File: src/source/rob_defines.svh
// reorder buffer sizing macros
// entry count, index width, way count, address and tag widths
`ifndef ROB_DEFINES_SVH
`define ROB_DEFINES_SVH

`define ROB_SIZE   16 // entries in the buffer
`define ROB_WIDTH  4  // log2 of ROB_SIZE
`define N_WAY      3  // dispatch, completion and retire width
`define XLEN       32 // pc and target width
`define TAG_WIDTH  6  // physical register tag

`endif

File: src/source/rob_pkg.sv
// reorder buffer types
// index, count and address vectors plus the dispatch, cdb, branch, entry and commit structs
`include "rob_defines.svh"

package rob_pkg;

	typedef logic [`ROB_WIDTH-1:0] rob_idx_t;
	typedef logic [`ROB_WIDTH:0]   rob_count_t;  // 0 .. ROB_SIZE
	typedef logic [`XLEN-1:0]      addr_t;
	typedef logic [`TAG_WIDTH-1:0] prf_tag_t;
	typedef logic [1:0]            retire_cnt_t; // 0 .. N_WAY per cycle

	//////////////////////////////
	// packets at the boundary

	typedef struct packed {
		logic     valid;
		addr_t    pc;
		addr_t    npc;           // fall-through pc
		logic     is_branch;
		logic     predict_taken;
		addr_t    predict_pc;    // predicted target
		prf_tag_t dest_tag;
	} dispatch_packet_t;

	typedef struct packed {
		logic     valid;
		rob_idx_t rob_idx;
	} cdb_packet_t;

	typedef struct packed {
		logic     valid;
		rob_idx_t rob_idx;
		logic     taken;
		addr_t    target;
	} branch_resolve_t;

	//////////////////////////////
	// stored entry and retire output

	typedef struct packed {
		logic             valid;
		logic             done;
		logic             mispredict;
		addr_t            true_pc;   // where fetch should have gone
		dispatch_packet_t inst;
	} rob_entry_t;

	typedef struct packed {
		logic     valid;
		addr_t    pc;
		prf_tag_t dest_tag;
		logic     is_branch;
		logic     mispredict;
		addr_t    true_pc;
	} commit_packet_t;

endpackage

File: src/source/rob_pointers.sv
// head, tail and occupancy registers
// slot and head index generation, free entry count
`timescale 1ns/1ps
`include "rob_defines.svh"

module rob_pointers import rob_pkg::*; (
	input  logic        clock,
	input  logic        reset,
	input  retire_cnt_t dispatch_cnt,          // slots written this cycle
	input  retire_cnt_t retire_cnt,            // entries leaving this cycle
	input  logic        flush,
	output rob_idx_t    slot_idx [`N_WAY],     // tail, tail+1, tail+2
	output rob_idx_t    head_idx [`N_WAY],     // head, head+1, head+2
	output rob_count_t  free_count
);

	rob_idx_t   head;
	rob_idx_t   tail;
	rob_count_t occupancy;

	//////////////////////////////
	// pointer registers

	// size is a power of two so the index adds wrap on their own
	always_ff @(posedge clock) begin
		if (reset || flush) begin
			head      <= '0;
			tail      <= '0;
			occupancy <= '0;
		end else begin
			head      <= head + rob_idx_t'(retire_cnt);
			tail      <= tail + rob_idx_t'(dispatch_cnt);
			occupancy <= occupancy + rob_count_t'(dispatch_cnt)
			             - rob_count_t'(retire_cnt);
		end
	end

	//////////////////////////////
	// consecutive indices

	always_comb begin
		for (int k = 0; k < `N_WAY; k++) begin
			slot_idx[k] = tail + rob_idx_t'(k); // modulo ROB_SIZE
			head_idx[k] = head + rob_idx_t'(k);
		end
	end

	assign free_count = rob_count_t'(`ROB_SIZE) - occupancy;

endmodule

File: config.mk
export PLATFORM = sky130hd
export DESIGN_NAME = rob_pointers
export DESIGN_NICKNAME = d
export VERILOG_FILES = /design/src/source/rob_pkg.sv /design/src/source/rob_pointers.sv
export VERILOG_INCLUDE_DIRS = /design/src /design/src/source
export SDC_FILE = /design/constraint.sdc
export NUM_CORES = 1
export LEC_CHECK = 0
export ABC_AREA = 1
export BUFFER_PORTS_ARGS = -buffer_cell sky130_fd_sc_hd__buf_2
export CAP_MARGIN = 25
export CORE_ASPECT_RATIO = 1.5
export CORE_MARGIN = 2
export CORE_UTILIZATION = 40
export DETAILED_ROUTE_END_ITERATION = 8
export GPL_ROUTABILITY_DRIVEN = 0
export PLACE_DENSITY = 0.77
export SLEW_MARGIN = 15
export SYNTH_ARGS = -nofsm -noshare
export SYNTH_HDL_FRONTEND = slang
export SYNTH_SLANG_ARGS = --single-unit
File: constraint.sdc
create_clock -name clock -period 5.45 [get_ports clock]
set_clock_uncertainty 0.05 [all_clocks]
set_input_delay 0.8175 -clock clock [delete_from_list [all_inputs] [get_ports clock]]
set_output_delay 0.8175 -clock clock [all_outputs]
set_load 0.01 [all_outputs]
==> summary.md <==
| Metric | Value |
|---|---|
| Met2 Usage GRT | `25.55%` |
| Leakage | `0.6814 nW` |
| Max_slew headroom | `83.70%` |
| Post-synthesis sequential area ratio | `27.48%` |
| Hold buffers post-CTS | `0` |
| Place WS | `2886 ps` |
| Antenna violations before repair | `0` |
| Die Ht | `63.60 um` |
| Post-Synth Simple-Gate Area | `19.29%` |
| Fmax | `438.8 MHz` |
| PwrDens | `234.7 nW/um2` |
| Critical Path RT | `4580 ps` |
| Die ar. | `2781 um2` |
| Worst path cell trace | `ha_1, xor2_1, nand2_1, o21ai_0, buf_2` |
| TritonCTS Sinks | `13` |
| CP max FO | `6` |
| Yosys cell types | `16` |
| FF-to-FF End | `occupancy[4]$_SDFF_PP0_` |
| Die width | `43.73 um` |
| Share of layout cells above drive strength 1 | `26.28%` |
| Setup Buffers After CTS | `0` |
| Antenna cells | `0` |
| Core area | `2233 um2` |
| Fin. Hold Viols | `0` |
| Post-layout power | `0.2710 mW` |
| Clk slew on worst S/H paths | `80 ps` |
| Avg WL per Cell | `10.41 um` |
| Run status | `completed` |
| Initial DRC Count | `32` |
| Post-Route WL | `1.864 mm` |
| Pin count of the biggest net entering global routing | `11` |
| CTS buffer count | `3` |
| Worst-Skew Late Latency | `280 ps` |
| Data arrival, critical path | `1410 ps` |
| Final HPWL DP | `1.577 mm` |
| R2r startpoint | `occupancy[1]$_SDFF_PP0_` |
| Largest family of logic cells by synthesized area | `adder cells` |
| # IOs | `36` |
| Grt met1 use | `16.40%` |
| Post-DR vias/cell | `4.598` |
| Compound-Gate Fraction of Synth Area | `2.642%` |
| Fin. max-slew vios | `0` |
| Hold Startpoint | `head[3]$_SDFF_PP0_` |
| Max-Cap Viols | `0` |
| Hold Path Class | `reg2reg` |
| CP startpoint kind | `register` |
| #FFs+latches synth | `13` |
| CTS tree | `yes` |
| Synth Instances | `120` |
| CP max stage delay | `460 ps` |
| WHS Path Cells | `2` |
| Max H-tree Level | `1` |
| First-pass GRT wire length | `3.132 mm` |
| Reg-to-reg setup timing slack | `3570 ps` |
| Syn avg cell area | `7.893 um2` |
| Multi-input gate area | `563.0 um2` |
| Fillers | `223` |
| FP Rows | `21` |
| YS warnings | `0` |
| WS Path Type | `reg2out` |
| Port bufs | `35` |
| Measured slew at the worst slew-check pin | `244.2 ps` |
| Mapped cell area | `947.2 um2` |
| Number of nets still failing antenna checks after routing | `0` |
| Syn Nets | `146` |
| CP max stage cell | `dfxtp_1` |
| TNS Setup | `0 ps` |
| DRT Pass-1 Iters | `4` |
| Post-Synth XOR/XNOR Area | `9.247%` |
| GRT overflow | `0` |
| Layer carrying the most global-route usage | `met2` |
| Root buffer cell | `clkbuf_4` |
| CP Capture Type | `primary output` |
| Starting Density | `42.41%` |
| Sequential Area | `260.3 um2` |
| Total GRT Usage | `15.04%` |
| Number of global-route vias before repair | `734` |
| R2R cell count | `8` |
| # resized after CTS | `0` |
| Mux contribution to synthesized area | `0%` |
| Via count | `823` |
| Post-Synth Adder-Cell Area | `28.27%` |
| DRC Markers | `0` |
| Area growth, synth to finish | `21.93%` |
| GRT met3 Usage | `2.006%` |
| Final worst slack | `3171 ps` |
| RSZ-0062 raised after global routing | `false` |
| Final net count | `183` |
| CTS Buffer Depth | `2` |
| Period minus WS final | `2279 ps` |
| WHS Endpoint | `head[3]$_SDFF_PP0_` |
| VDD IR-drop max | `182.3 uV` |
| Finish-stage setup viols | `0` |
| Fin crit share | `41.82%` |
metal layers:
metal	wire length, um	vias up
met5	0	-
met4	55	0
met3	133	4
met2	959	34
met1	717	359
li1	-	426
Yosys cell counts:
cell     instances  area share [%]
inv_1           26              10
nand2_1         22             8.7
ha_1            15              20
nor2_1          14             5.5
dfxtp_1         13              27
xor2_1           7             6.5
a21oi_1          4             2.1
fa_1             4             8.5
nand3_1          4             2.1
buf_4            3             2.4
xnor2_1          3             2.8
inv_2            1            0.40
nand3_2          1             1.1
nor2_4           1             1.2
o21ai_0          1            0.53
or2_1            1            0.66
metrics by stage:
step	util, %	hold slack, ps	area (um2)	cells
floorplan	-	466.8	947.2	120
global route	51.71	513.3	1155	179
detailed placement	50.53	449.4	1129	175
CTS	51.71	462.2	1155	179
finish	51.71	466.4	1155	179
global placement	50.53	438.1	1129	175
cells in the final DEF, fill, tap and decap left out:
cell | netlist | routed
clkbuf_4 | 0 | 3
inv_2 | 1 | 1
fa_1 | 4 | 4
inv_1 | 26 | 26
nor2_1 | 14 | 14
nand2_1 | 22 | 22
dfxtp_1 | 13 | 13
clkbuf_1 | 0 | 1
xnor2_1 | 3 | 3
o21ai_0 | 1 | 1
ha_1 | 15 | 15
nand3_1 | 4 | 4
xor2_1 | 7 | 7
nor2_4 | 1 | 1
or2_1 | 1 | 1
a21oi_1 | 4 | 4
buf_2 | 0 | 35
nand3_2 | 1 | 1
final cells by class:
type                    instances  area share, %
well taps                      23          2.492
repair buffers                 35          15.17
clock buffers                   4          2.275
flip-flops and latches         13          22.54
inverters                      27          8.776
multi-input cells              77          48.75
how the worst max path moves through the flow:
stage	to	from
global route	slot_idx[7]	tail[1]$_SDFF_PP0_
global placement	occupancy[4]$_SDFF_PP0_	dispatch_cnt[1]
finish	slot_idx[7]	tail[1]$_SDFF_PP0_
CTS	slot_idx[7]	tail[1]$_SDFF_PP0_
floorplan	occupancy[4]$_SDFF_PP0_	dispatch_cnt[1]
detailed placement	occupancy[4]$_SDFF_PP0_	dispatch_cnt[1]
report_power, final:
| part | switching [mW] | total, mW | internal (mW) | leakage, nW |
|---|---|---|---|---|
| clock network | 0.0350 | 0.0634 | 0.0285 | 0.0150 |
| logic | 0.0567 | 0.0993 | 0.0426 | 0.560 |
| registers | 0.00668 | 0.108 | 0.102 | 0.106 |
| total | 0.0984 | 0.271 | 0.173 | 0.681 |
logic make-up (layout without fill, tap and decap cells):
| kind of cell | count (synthesis) | count (layout) |
|---|---|---|
| AOI/OAI and AO/OA | 5 | 5 |
| xor gates and xnor gates | 10 | 10 |
| adders and majority gates | 19 | 19 |
| buffers and inverters | 30 | 66 |
| DFF | 13 | 13 |
| and+or+nand+nor | 43 | 43 |
sequential cells by signal, indices dropped and copies added, names as in the netlist:
name       cells
tail           4
head           4
occupancy      5
critical path: cells and delay by family (launching register included):
family,cells,cell delay [ps]
compound gates,1,70
xor+xnor,1,170
fa+ha+maj,1,210
buf+inv,1,150
flops,1,460
simple gates,1,60
Power figures use the tool's default switching activity.
