===== config.mk =====
export PLATFORM = sky130hd
export DESIGN_NAME = rob_commit
export DESIGN_NICKNAME = d
export VERILOG_FILES = /design/src/source/rob_pkg.sv /design/src/source/rob_commit.sv
export VERILOG_INCLUDE_DIRS = /design/src /design/src/source
export SDC_FILE = /design/constraint.sdc
export NUM_CORES = 1
export LEC_CHECK = 0
export BUFFER_PORTS_ARGS = -buffer_cell sky130_fd_sc_hd__buf_4
export CAP_MARGIN = 20
export CELL_PAD_IN_SITES_DETAIL_PLACEMENT = 0
export CELL_PAD_IN_SITES_GLOBAL_PLACEMENT = 1
export CORE_AREA = 5 5 247 249
export DETAILED_ROUTE_END_ITERATION = 8
export DIE_AREA = 0 0 252 254
export PLACE_DENSITY = 0.4
export RECOVER_POWER = 25
export SYNTH_ARGS = -nofsm -noshare
export SYNTH_HDL_FRONTEND = slang
export SYNTH_SLANG_ARGS = --single-unit

===== constraint.sdc =====
create_clock -name clock -period 1.95 [get_ports clock]
set_input_delay 0.2925 -clock clock [delete_from_list [all_inputs] [get_ports clock]]
set_output_delay 0.2925 -clock clock [all_outputs]
set_load 0.01 [all_outputs]

===== src/source/rob_defines.svh =====
// reorder buffer sizing macros
// entry count, index width, way count, address and tag widths
`ifndef ROB_DEFINES_SVH
`define ROB_DEFINES_SVH

`define ROB_SIZE   16 // entries in the buffer
`define ROB_WIDTH  4  // log2 of ROB_SIZE
`define N_WAY      3  // dispatch, completion and retire width
`define XLEN       32 // pc and target width
`define TAG_WIDTH  6  // physical register tag

`endif


===== src/source/rob_pkg.sv =====
// reorder buffer types
// index, count and address vectors plus the dispatch, cdb, branch, entry and commit structs
`include "rob_defines.svh"

package rob_pkg;

	typedef logic [`ROB_WIDTH-1:0] rob_idx_t;
	typedef logic [`ROB_WIDTH:0]   rob_count_t;  // 0 .. ROB_SIZE
	typedef logic [`XLEN-1:0]      addr_t;
	typedef logic [`TAG_WIDTH-1:0] prf_tag_t;
	typedef logic [1:0]            retire_cnt_t; // 0 .. N_WAY per cycle

	//////////////////////////////
	// packets at the boundary

	typedef struct packed {
		logic     valid;
		addr_t    pc;
		addr_t    npc;           // fall-through pc
		logic     is_branch;
		logic     predict_taken;
		addr_t    predict_pc;    // predicted target
		prf_tag_t dest_tag;
	} dispatch_packet_t;

	typedef struct packed {
		logic     valid;
		rob_idx_t rob_idx;
	} cdb_packet_t;

	typedef struct packed {
		logic     valid;
		rob_idx_t rob_idx;
		logic     taken;
		addr_t    target;
	} branch_resolve_t;

	//////////////////////////////
	// stored entry and retire output

	typedef struct packed {
		logic             valid;
		logic             done;
		logic             mispredict;
		addr_t            true_pc;   // where fetch should have gone
		dispatch_packet_t inst;
	} rob_entry_t;

	typedef struct packed {
		logic     valid;
		addr_t    pc;
		prf_tag_t dest_tag;
		logic     is_branch;
		logic     mispredict;
		addr_t    true_pc;
	} commit_packet_t;

endpackage


===== src/source/rob_commit.sv =====
// in-order retire selection over the three head entries
// commit packet build and the registered flush pulse
`timescale 1ns/1ps
`include "rob_defines.svh"

module rob_commit import rob_pkg::*; (
	input  logic              clock,
	input  logic              reset,
	input  rob_entry_t        head_entries [`N_WAY],  // head, head+1, head+2
	output logic [`N_WAY-1:0] retire_mask,
	output retire_cnt_t       retire_cnt,
	output commit_packet_t    commit [`N_WAY],
	output logic              flush
);

	logic flush_next;

	//////////////////////////////
	// retire chain

	// a slot retires only behind a retired, correctly predicted older slot
	always_comb begin
		logic chain_ok;

		chain_ok   = !flush;         // nothing leaves during flush
		retire_cnt = '0;
		flush_next = 1'b0;
		for (int k = 0; k < `N_WAY; k++) begin
			retire_mask[k] = chain_ok && head_entries[k].valid && head_entries[k].done;
			chain_ok       = retire_mask[k] && !head_entries[k].mispredict;
			retire_cnt     = retire_cnt + retire_cnt_t'(retire_mask[k]);
			if (retire_mask[k] && head_entries[k].mispredict) begin
				flush_next = 1'b1;   // mispredict ends the group
			end
		end
	end

	//////////////////////////////
	// commit packets

	always_comb begin
		for (int k = 0; k < `N_WAY; k++) begin
			commit[k].valid      = retire_mask[k];
			commit[k].pc         = head_entries[k].inst.pc;
			commit[k].dest_tag   = head_entries[k].inst.dest_tag;
			commit[k].is_branch  = head_entries[k].inst.is_branch;
			commit[k].mispredict = head_entries[k].mispredict;
			commit[k].true_pc    = head_entries[k].true_pc;
		end
	end

	// one cycle pulse, since nothing retires while it is high
	always_ff @(posedge clock) begin
		if (reset) begin
			flush <= 1'b0;
		end else begin
			flush <= flush_next;
		end
	end

endmodule


==> results of run 1 <==
## final cells by class
| type | instances | area (um^2) | share of cell area |
|---|---|---|---|
| inverters | 3 | 11.3 | 0.00855 |
| flip-flops and latches | 1 | 20.0 | 0.0152 |
| well taps | 773 | 967 | 0.734 |
| multi-input cells | 11 | 101 | 0.0769 |
| repair buffers | 28 | 218 | 0.165 |
## power groups by stage
stage          clock network, mW  logic (mW)  registers [mW]
2_1_floorplan                  0       0.471          0.0221
3_3_place_gp                   0      0.0597          0.0218
3_5_place_dp                   0      0.0599          0.0219
4_1_cts                        0      0.0634          0.0219
5_1_grt                        0      0.0686          0.0219
6_report                       0      0.0629          0.0219
## stage by stage
stage | power, mW | TNS (ps)
global placement | 0.0815 | -82.5
CTS | 0.0853 | 0
finish | 0.0848 | 0
floorplan | 0.493 | 0
detailed placement | 0.0818 | -90.3
global route | 0.0905 | -47.7
## metal layers
layer,vias to the layer above,routed length [um],track usage
met3,122,3050,0.0334
li1,112,-,-
met4,2,1260,0.0312
met1,175,365,0.00228
met5,-,106,0.0113
met2,218,4870,0.0525
## cells by family (layout without fill, tap and decap cells)
group / count (synthesis) / count (layout) / synth area share
simple gates: 8 / 8 / 0.0360
buf+inv: 222 / 31 / 0.934
flops: 1 / 1 / 0.0113
compound gates: 2 / 2 / 0.00776
fa+ha+maj: 1 / 1 / 0.0113
## cells in the final DEF, fill, tap and decap left out, drive strengths merged
| master | synthesis | routed |
|---|---|---|
| nand2 | 1 | 1 |
| or4 | 1 | 1 |
| nor3 | 1 | 1 |
| fa | 1 | 1 |
| nand3b | 2 | 2 |
| a21oi | 1 | 1 |
| nor4 | 2 | 2 |
| a311oi | 1 | 1 |
| inv | 3 | 3 |
| buf | 219 | 28 |
| or3 | 1 | 1 |
| dfxtp | 1 | 1 |
## critical path: stages
cell and delay, ps:
buf_4 90, nand3b_4 80, or4_4 530, fa_1 500, inv_2 40, buf_6 110
## timing repair
action	in CTS	in global routing
gates resized for setup	2	2
setup buffers	1	0
pin swaps	3	0
endpoints found under the setup margin	1	1
## worst max-delay path by stage
stage	endpoint	cells after the start	slack, ps	from
6_report	retire_cnt[0]	6	8	head_entries[419]
3_3_place_gp	retire_cnt[0]	6	-80	head_entries[277]
5_1_grt	retire_cnt[0]	6	-50	head_entries[419]
2_1_floorplan	retire_cnt[0]	4	10	flush
4_1_cts	retire_cnt[0]	6	5	head_entries[277]
3_5_place_dp	retire_cnt[0]	6	-90	head_entries[418]
==> impl_results.md, run 1 <==
- P_sw: 0.0267 mW
- Reg2reg setup slack: 700 ps
- Final Setup Violations: 0
- Num rows: 89
- Hold_ws: 492 ps
- Final Hold Vio Count: 0
- # DRC: 0
- WL per Instance: 11.8 um
- Starting DRC count in detailed routing: 40
- RR Endpoint: flush
- Asr flop ratio synth: 0
- Combinational power share: 0.742
- Arr. time, crit path: 1650 ps
- Min-Delay Path Depth: 2
- Cell area after synthesis: 1770 um^2
- Overflow after GRT: 0
- Drt via density: 0.771
- Placed inst area: 1300 um^2
- Synth top area share: 0.927
- Synth unique cells: 13
- Largest area contributor in the netlist: buf_4
- I/O Buffers: 22
- Die Width: 252 um
- Clock Power Share: 0
- Unrepaired setup endpoints after global routing: true
- GPL Wtd Cong: 0.655
- Final core area utilization: 0.0225
- Post-Synthesis Cells: 234
- Flip-flop count of the largest register, all copies and words added: 1
- Core area: 58500 um^2
- Synthesized flop and latch total: 1
- Via total after detailed routing: 629
- Worst VDD drop: 66.5 uV
- Top cells by area, synth: buf_4 93%, dfxtp_1 1.1%, fa_1 1.1%
- Peak Freq: 0.515 GHz
- Leakage: 0.203 nW
- Finished Cell Area: 1320 um^2
- Final WL: 9650 um
- Sequential Power Share: 0.258
- Initial antenna violation count: 0
- Worst R2R Path Depth: 4
- Post-route clock period utilization: 0.996
- Global-route wire length before repair: 10500 um
- Largest reg by FF count: flush
- HP Start: reset
- Post-synth top cells: 219 x buf_4, 3 x inv_1, 2 x nor4_1
- Synthesis Warnings: 0
- Post-CTS Hold Buffers: 0
- Switching Fraction: 0.315
- Top_reg_cell synth: dfxtp_1
- Die Y: 254 um
- # fillers: 6997
- Pint: 0.0581 mW
- HP Class: in -> reg
- Gr usage total: 0.0269
- Worst setup EP type: output port
- Share of layout cells above drive strength 1: 0.744
- Number of max-cap violations: 0
- Biggest regs: flush (1)
- Seq/Total Area, Yosys: 0.0113
- Finished Layout Cells: 816
- Area growth, synth to finish: -25.7%
- Vias in the first global route: 742
- I/O Pins: 647
- Ant diodes: 0
- Critical path peak fanout: 3
- DR pass1 iterations: 3
- Clock Latency Late Sink: 0 ps
- Final Slew Violations: 0
- Die ar.: 64000 um^2
- Place WS: -90.3 ps
- Rel. slew slack: 0.675
- Nets: 468
- Most numerous cell in the Yosys netlist: buf_4
- Worst-path clk slew: 0 ps
- Syn Area/Cell: 7.58 um^2
- Critical Path RT: 1660 ps
- Reg2reg start: flush
- Largest net degree at the start of global routing: 6
- Number of flops mapped to enable cells by yosys: 0
- Worst Hold Endpoint: flush
- Dpl cells: 815
- Final ANT Viol Nets: 0
- Worst setup margin: 7.84 ps
- CP Class: in -> out
- Outcome: finished, final reports clean
- Clock skew: 0 ps
- Least-Margin Pin Slew: 483 ps
- Pwr/cell area: 64.3 nW/um^2
- Post-Syn Nets: 657
- Startpoint types: primary input
- Starting Density: 0.0303
- Final critical-path required period: 1940 ps
(Power assumes the default switching activity.)
==> run 2: changes to the inputs <==
--- a/config.mk
+++ b/config.mk
@@ -13,6 +13,7 @@
 export CORE_AREA = 5 5 247 249
 export DETAILED_ROUTE_END_ITERATION = 8
 export DIE_AREA = 0 0 252 254
+export MAX_ROUTING_LAYER = met4
 export PLACE_DENSITY = 0.4
 export RECOVER_POWER = 25
 export SYNTH_ARGS = -nofsm -noshare
==> run 2 against run 1 <==
Net effect: combinational power barely moved; cell area did not move; wire length fell by 0.20%; sequential share of layout area did not move; critical path depth did not move; utilization did not move; via count fell by 2.7%; die area did not move; clock skew did not move; critical path type unchanged; largest cell class unchanged; highest routed layer is now met4.
==> impl_results.md, run 2 (synthesis gave the netlist of run 1 again) <==
- Die Y: 254 um
- HP Class: in -> reg
- Worst VDD drop: 66.6 uV
- Hold_ws: 489 ps
- Crit path cell chain: buf_4, nand3b_4, or4_4, fa_1, inv_2, buf_6
- Drt via density: 0.750
- Pwr/cell area: 64.3 nW/um^2
- Final ANT Viol Nets: 0
- Least-Margin Pin Slew: 489 ps
- Clock skew: 0 ps
- Critical Path RT: 1660 ps
- Biggest regs: flush (1)
- Startpoint types: primary input
- Commonest non-fill, non-tap cells in the layout: 26 x buf_4, 2 x nor4_1, 2 x inv_1, 2 x buf_6
- GPL Wtd Cong: 0.661
- Top Family by Delay on Critical Path: simple AND/OR/NAND/NOR gates
- Vias in the first global route: 728
- Final Hold Vio Count: 0
- Initial antenna violation count: 0
- DR pass1 iterations: 3
- Worst-path clk slew: 0 ps
- Share of layout cells above drive strength 1: 0.744
- Die ar.: 64000 um^2
- Peak Freq: 0.515 GHz
- Final Setup Violations: 0
- Worst setup EP type: output port
- Num rows: 89
- Global-route wire length before repair: 10600 um
- Overflow after GRT: 0
- Leakage: 0.203 nW
- Critical path peak fanout: 3
- # fillers: 6997
- Post-CTS Hold Buffers: 0
- Post-route clock period utilization: 0.996
- Nets: 468
- Ant diodes: 0
- WL per Instance: 11.8 um
- Commonest non-fill, non-tap cell in the layout: buf_4
- Arr. time, crit path: 1650 ps
- Final WL: 9630 um
- Unrepaired setup endpoints after global routing: true
- Clock Latency Late Sink: 0 ps
- Starting Density: 0.0303
- I/O Pins: 647
- Die Width: 252 um
- Largest reg by FF count: flush
- Number of max-cap violations: 0
- CP Class: in -> out
- Flip-flop count of the largest register, all copies and words added: 1
- # DRC: 0
- Via total after detailed routing: 612
- Final Slew Violations: 0
- Crit-path max cell delay: 530 ps
- Final critical-path required period: 1940 ps
- Area growth, synth to finish: -25.7%
- Rel. slew slack: 0.671
- Largest net degree at the start of global routing: 6
- Placed inst area: 1300 um^2
- Core area: 58500 um^2
- I/O Buffers: 22
- Worst Path Buf+Inv: 3
- Starting DRC count in detailed routing: 47
- Outcome: finished, final reports clean
- Crit-path slowest cell: or4_4
- Gr usage total: 0.0278
- Finished Cell Area: 1320 um^2
## run 2: path summary, 6_finish.rpt
kind | startpoint | end | slack (ps) | cells past startpoint
max | head_entries[419] | retire_cnt[0] | 8 | 6
min | reset | flush | 490 | 2
max reg2reg | flush | flush | 720 | 4
min reg2reg | flush | flush | 820 | 4
## run 2: repair_timing
item,in CTS,in global routing
setup buffers,1,0
endpoints found under the hold margin,0,0
pin swaps,3,0
resized for setup,2,2
cloned,0,0
setup endpoints to repair,1,1
## run 2: stage by stage
| step | instances | setup slack, ps | power [mW] | util | TNS, ps |
|---|---|---|---|---|---|
| final | 816 | 7.91 | 0.0847 | 0.0225 | 0 |
| after global routing | 816 | -47.7 | 0.0905 | 0.0225 | -47.7 |
| after CTS | 816 | 4.90 | 0.0853 | 0.0225 | 0 |
| after detailed placement | 815 | -90.3 | 0.0818 | 0.0222 | -90.3 |
| after global placement | 815 | -82.5 | 0.0815 | 0.0222 | -82.5 |
| after floorplan | 234 | 12.6 | 0.493 | - | 0 |
## run 2: metal layers
metal,GRT usage,up-vias,share of wire
li1,-,112,-
met1,0.00172,158,0.031
met2,0.0521,210,0.50
met3,0.0360,132,0.34
met4,0.0318,0,0.13
met5,-,-,0
## run 2: where the power goes
| part | total (mW) | switching, mW | internal (mW) |
|---|---|---|---|
| registers | 0.0219 | 0.000373 | 0.0215 |
| clock network | 0 | 0 | 0 |
| logic | 0.0629 | 0.0263 | 0.0365 |
| total | 0.0847 | 0.0267 | 0.0581 |
## run 2: final cells by class
class | instances | area, um^2 | share of cell area
Inverter | 3 | 11.3 | 0.00855
Multi-Input combinational cell | 11 | 101 | 0.0769
Sequential cell | 1 | 20.0 | 0.0152
Tap cell | 773 | 967 | 0.734
Timing Repair Buffer | 28 | 218 | 0.165
## run 2: worst register-to-register path, cell delays in order, from the launching register on
cell and delay, ps:
dfxtp_1 290, nand3b_4 170, buf_4 150, buf_4 140
nor4_1 350
==> run 3: changes to the inputs <==
==> constraint.sdc (replaced) <==
create_clock -name clock -period 1.95 [get_ports clock]
set_input_delay 0.2925 -clock clock [delete_from_list [all_inputs] [get_ports clock]]
set_output_delay 0.2925 -clock clock [all_outputs]
set_load 0.05 [all_outputs]
==> run 3 against run 2 <==
Net effect: power rose by 48%; sequential share of layout area rose by 0.18 points; the run now ends with setup timing left; critical path depth fell by 1; maximum frequency fell by 6.7%; via count fell by 2.3%; critical endpoint unchanged; die area did not move; hold slack got worse by 28 ps; final cell count rose by 0.61%; largest power group unchanged; largest cell class unchanged; worst setup slack got worse by 140 ps; flip-flop and latch count did not move.
==> impl_results.md, run 3 (synthesis gave the netlist of run 1 again) <==
- Initial antenna violation count: 0
- Leakage: 0.219 nW
- Biggest regs: flush (1)
- Placed inst area: 1360 um^2
- Worst setup EP type: output port
- Final WL: 8970 um
- Starting DRC count in detailed routing: 10
- Largest reg by FF count: flush
- Outcome: finished with violations
- DR pass1 iterations: 2
- Clock skew: 0 ps
- Post-CTS Hold Buffers: 0
- Failing checks: setup timing
- Global-route wire length before repair: 9820 um
- Final ANT Viol Nets: 0
- Number of max-cap violations: 0
- Worst VDD drop: 74.4 uV
- Finished Cell Area: 1400 um^2
- Final Hold Vio Count: 0
- Largest net degree at the start of global routing: 5
- Clock Power Share: 0
- Die Width: 252 um
- # DRC: 0
- Unrepaired setup endpoints after global routing: true
- WL per Instance: 10.9 um
- Pwr/cell area: 89.7 nW/um^2
- Final Slew Violations: 0
- CP Class: reg -> out
- Worst-path clk slew: 0 ps
- Arr. time, crit path: 1790 ps
- # fillers: 6989
- Combinational power share: 0.831
- Pint: 0.0660 mW
- Post-route clock period utilization: 1.07
- Clock Latency Late Sink: 0 ps
- Via total after detailed routing: 598
- Final Setup Violations: 1
- Commonest non-fill, non-tap cells in the layout: 30 x buf_4, 2 x clkinvlp_4, 2 x buf_6
- PnR Total Power: 0.126 mW
- Rel. slew slack: 0.833
- HP Class: in -> reg
- Drt via density: 0.728
- Critical path peak fanout: 3
- Overflow after GRT: 0
- Worst setup margin: -131 ps
- Nets: 473
- I/O Buffers: 22
- Setup_tns: -131 ps
- Detailed Place HPWL: 8260 um
- Commonest non-fill, non-tap cell in the layout: buf_4
- Least-Margin Pin Slew: 248 ps
- Sequential Power Share: 0.169
- GPL Wtd Cong: 0.674
- Gr usage total: 0.0255
- Die ar.: 64000 um^2
- Flip-flop count of the largest register, all copies and words added: 1
- Num rows: 89
- Share of layout cells above drive strength 1: 0.875
- Reg2reg setup slack: 680 ps
- Startpoint types: flip-flop
- Die Y: 254 um
- I/O Pins: 647
- Area growth, synth to finish: -21.0%
- P_sw: 0.0596 mW
- Vias in the first global route: 696
- Starting Density: 0.0303
- Peak Freq: 0.481 GHz
- Ant diodes: 0
- Critical Path RT: 1660 ps
- Switching Fraction: 0.475
- Final critical-path required period: 2080 ps
- Core area: 58500 um^2
## run 3: cell count changes in the layout (fill, tap and decap cells not counted), sizes merged
cell / before / now
clkinvlp: 0 / 2
buf: 28 / 33
inv: 3 / 1
## run 3: power groups by stage
stage	Sequential [mW]	Clock [mW]	Combinational (mW)
floorplan	0.0232	0	1.23
global placement	0.0213	0	0.0975
detailed placement	0.0214	0	0.0978
CTS	0.0213	0	0.104
global route	0.0213	0	0.108
finish	0.0212	0	0.104
## run 3: per-stage QoR
step / worst slack (ps) / util / std cells / hold slack (ps)
2_1_floorplan: -276 / - / 234 / 361
3_3_place_gp: -206 / 0.0232 / 818 / 458
3_5_place_dp: -192 / 0.0232 / 818 / 474
4_1_cts: -136 / 0.0238 / 820 / 468
5_1_grt: -159 / 0.0239 / 821 / 465
6_report: -131 / 0.0239 / 821 / 461
## run 3: final cells by class
class | instances | area (um^2) | share of cell area
tap | 773 | 967 | 0.691
multi-input combinational | 11 | 128 | 0.0912
inverter | 3 | 18.8 | 0.0134
timing repair buffer | 33 | 263 | 0.188
sequential | 1 | 23.8 | 0.0170
## run 3: what timing repair did
action,in CTS,in global routing
buffers inserted,2,1
pin swaps,1,0
setup endpoints to repair,2,2
gates resized for setup,6,0
## run 3: metal layers
layer  share of wire  vias up  global-route usage
li1                -      122                   -
met1           0.035      159             0.00142
met2            0.44      183              0.0422
met3            0.35      134              0.0363
met4            0.17        0              0.0360
met5               0        -                   -
## run 3: path summary, 6_finish.rpt
| check | from | endpoint | depth (start not counted) |
|---|---|---|---|
| setup / recovery | flush | retire_cnt[0] | 5 |
| hold / removal | reset | flush | 2 |
| setup reg to reg | flush | flush | 5 |
| hold reg to reg | flush | flush | 5 |
## run 3: worst max-delay path: stages, from the launching register on
cell        delay (ps)
dfxtp_4            330
nand3b_4           160
or4_4              520
fa_2               560
clkinvlp_4          80
buf_6              150
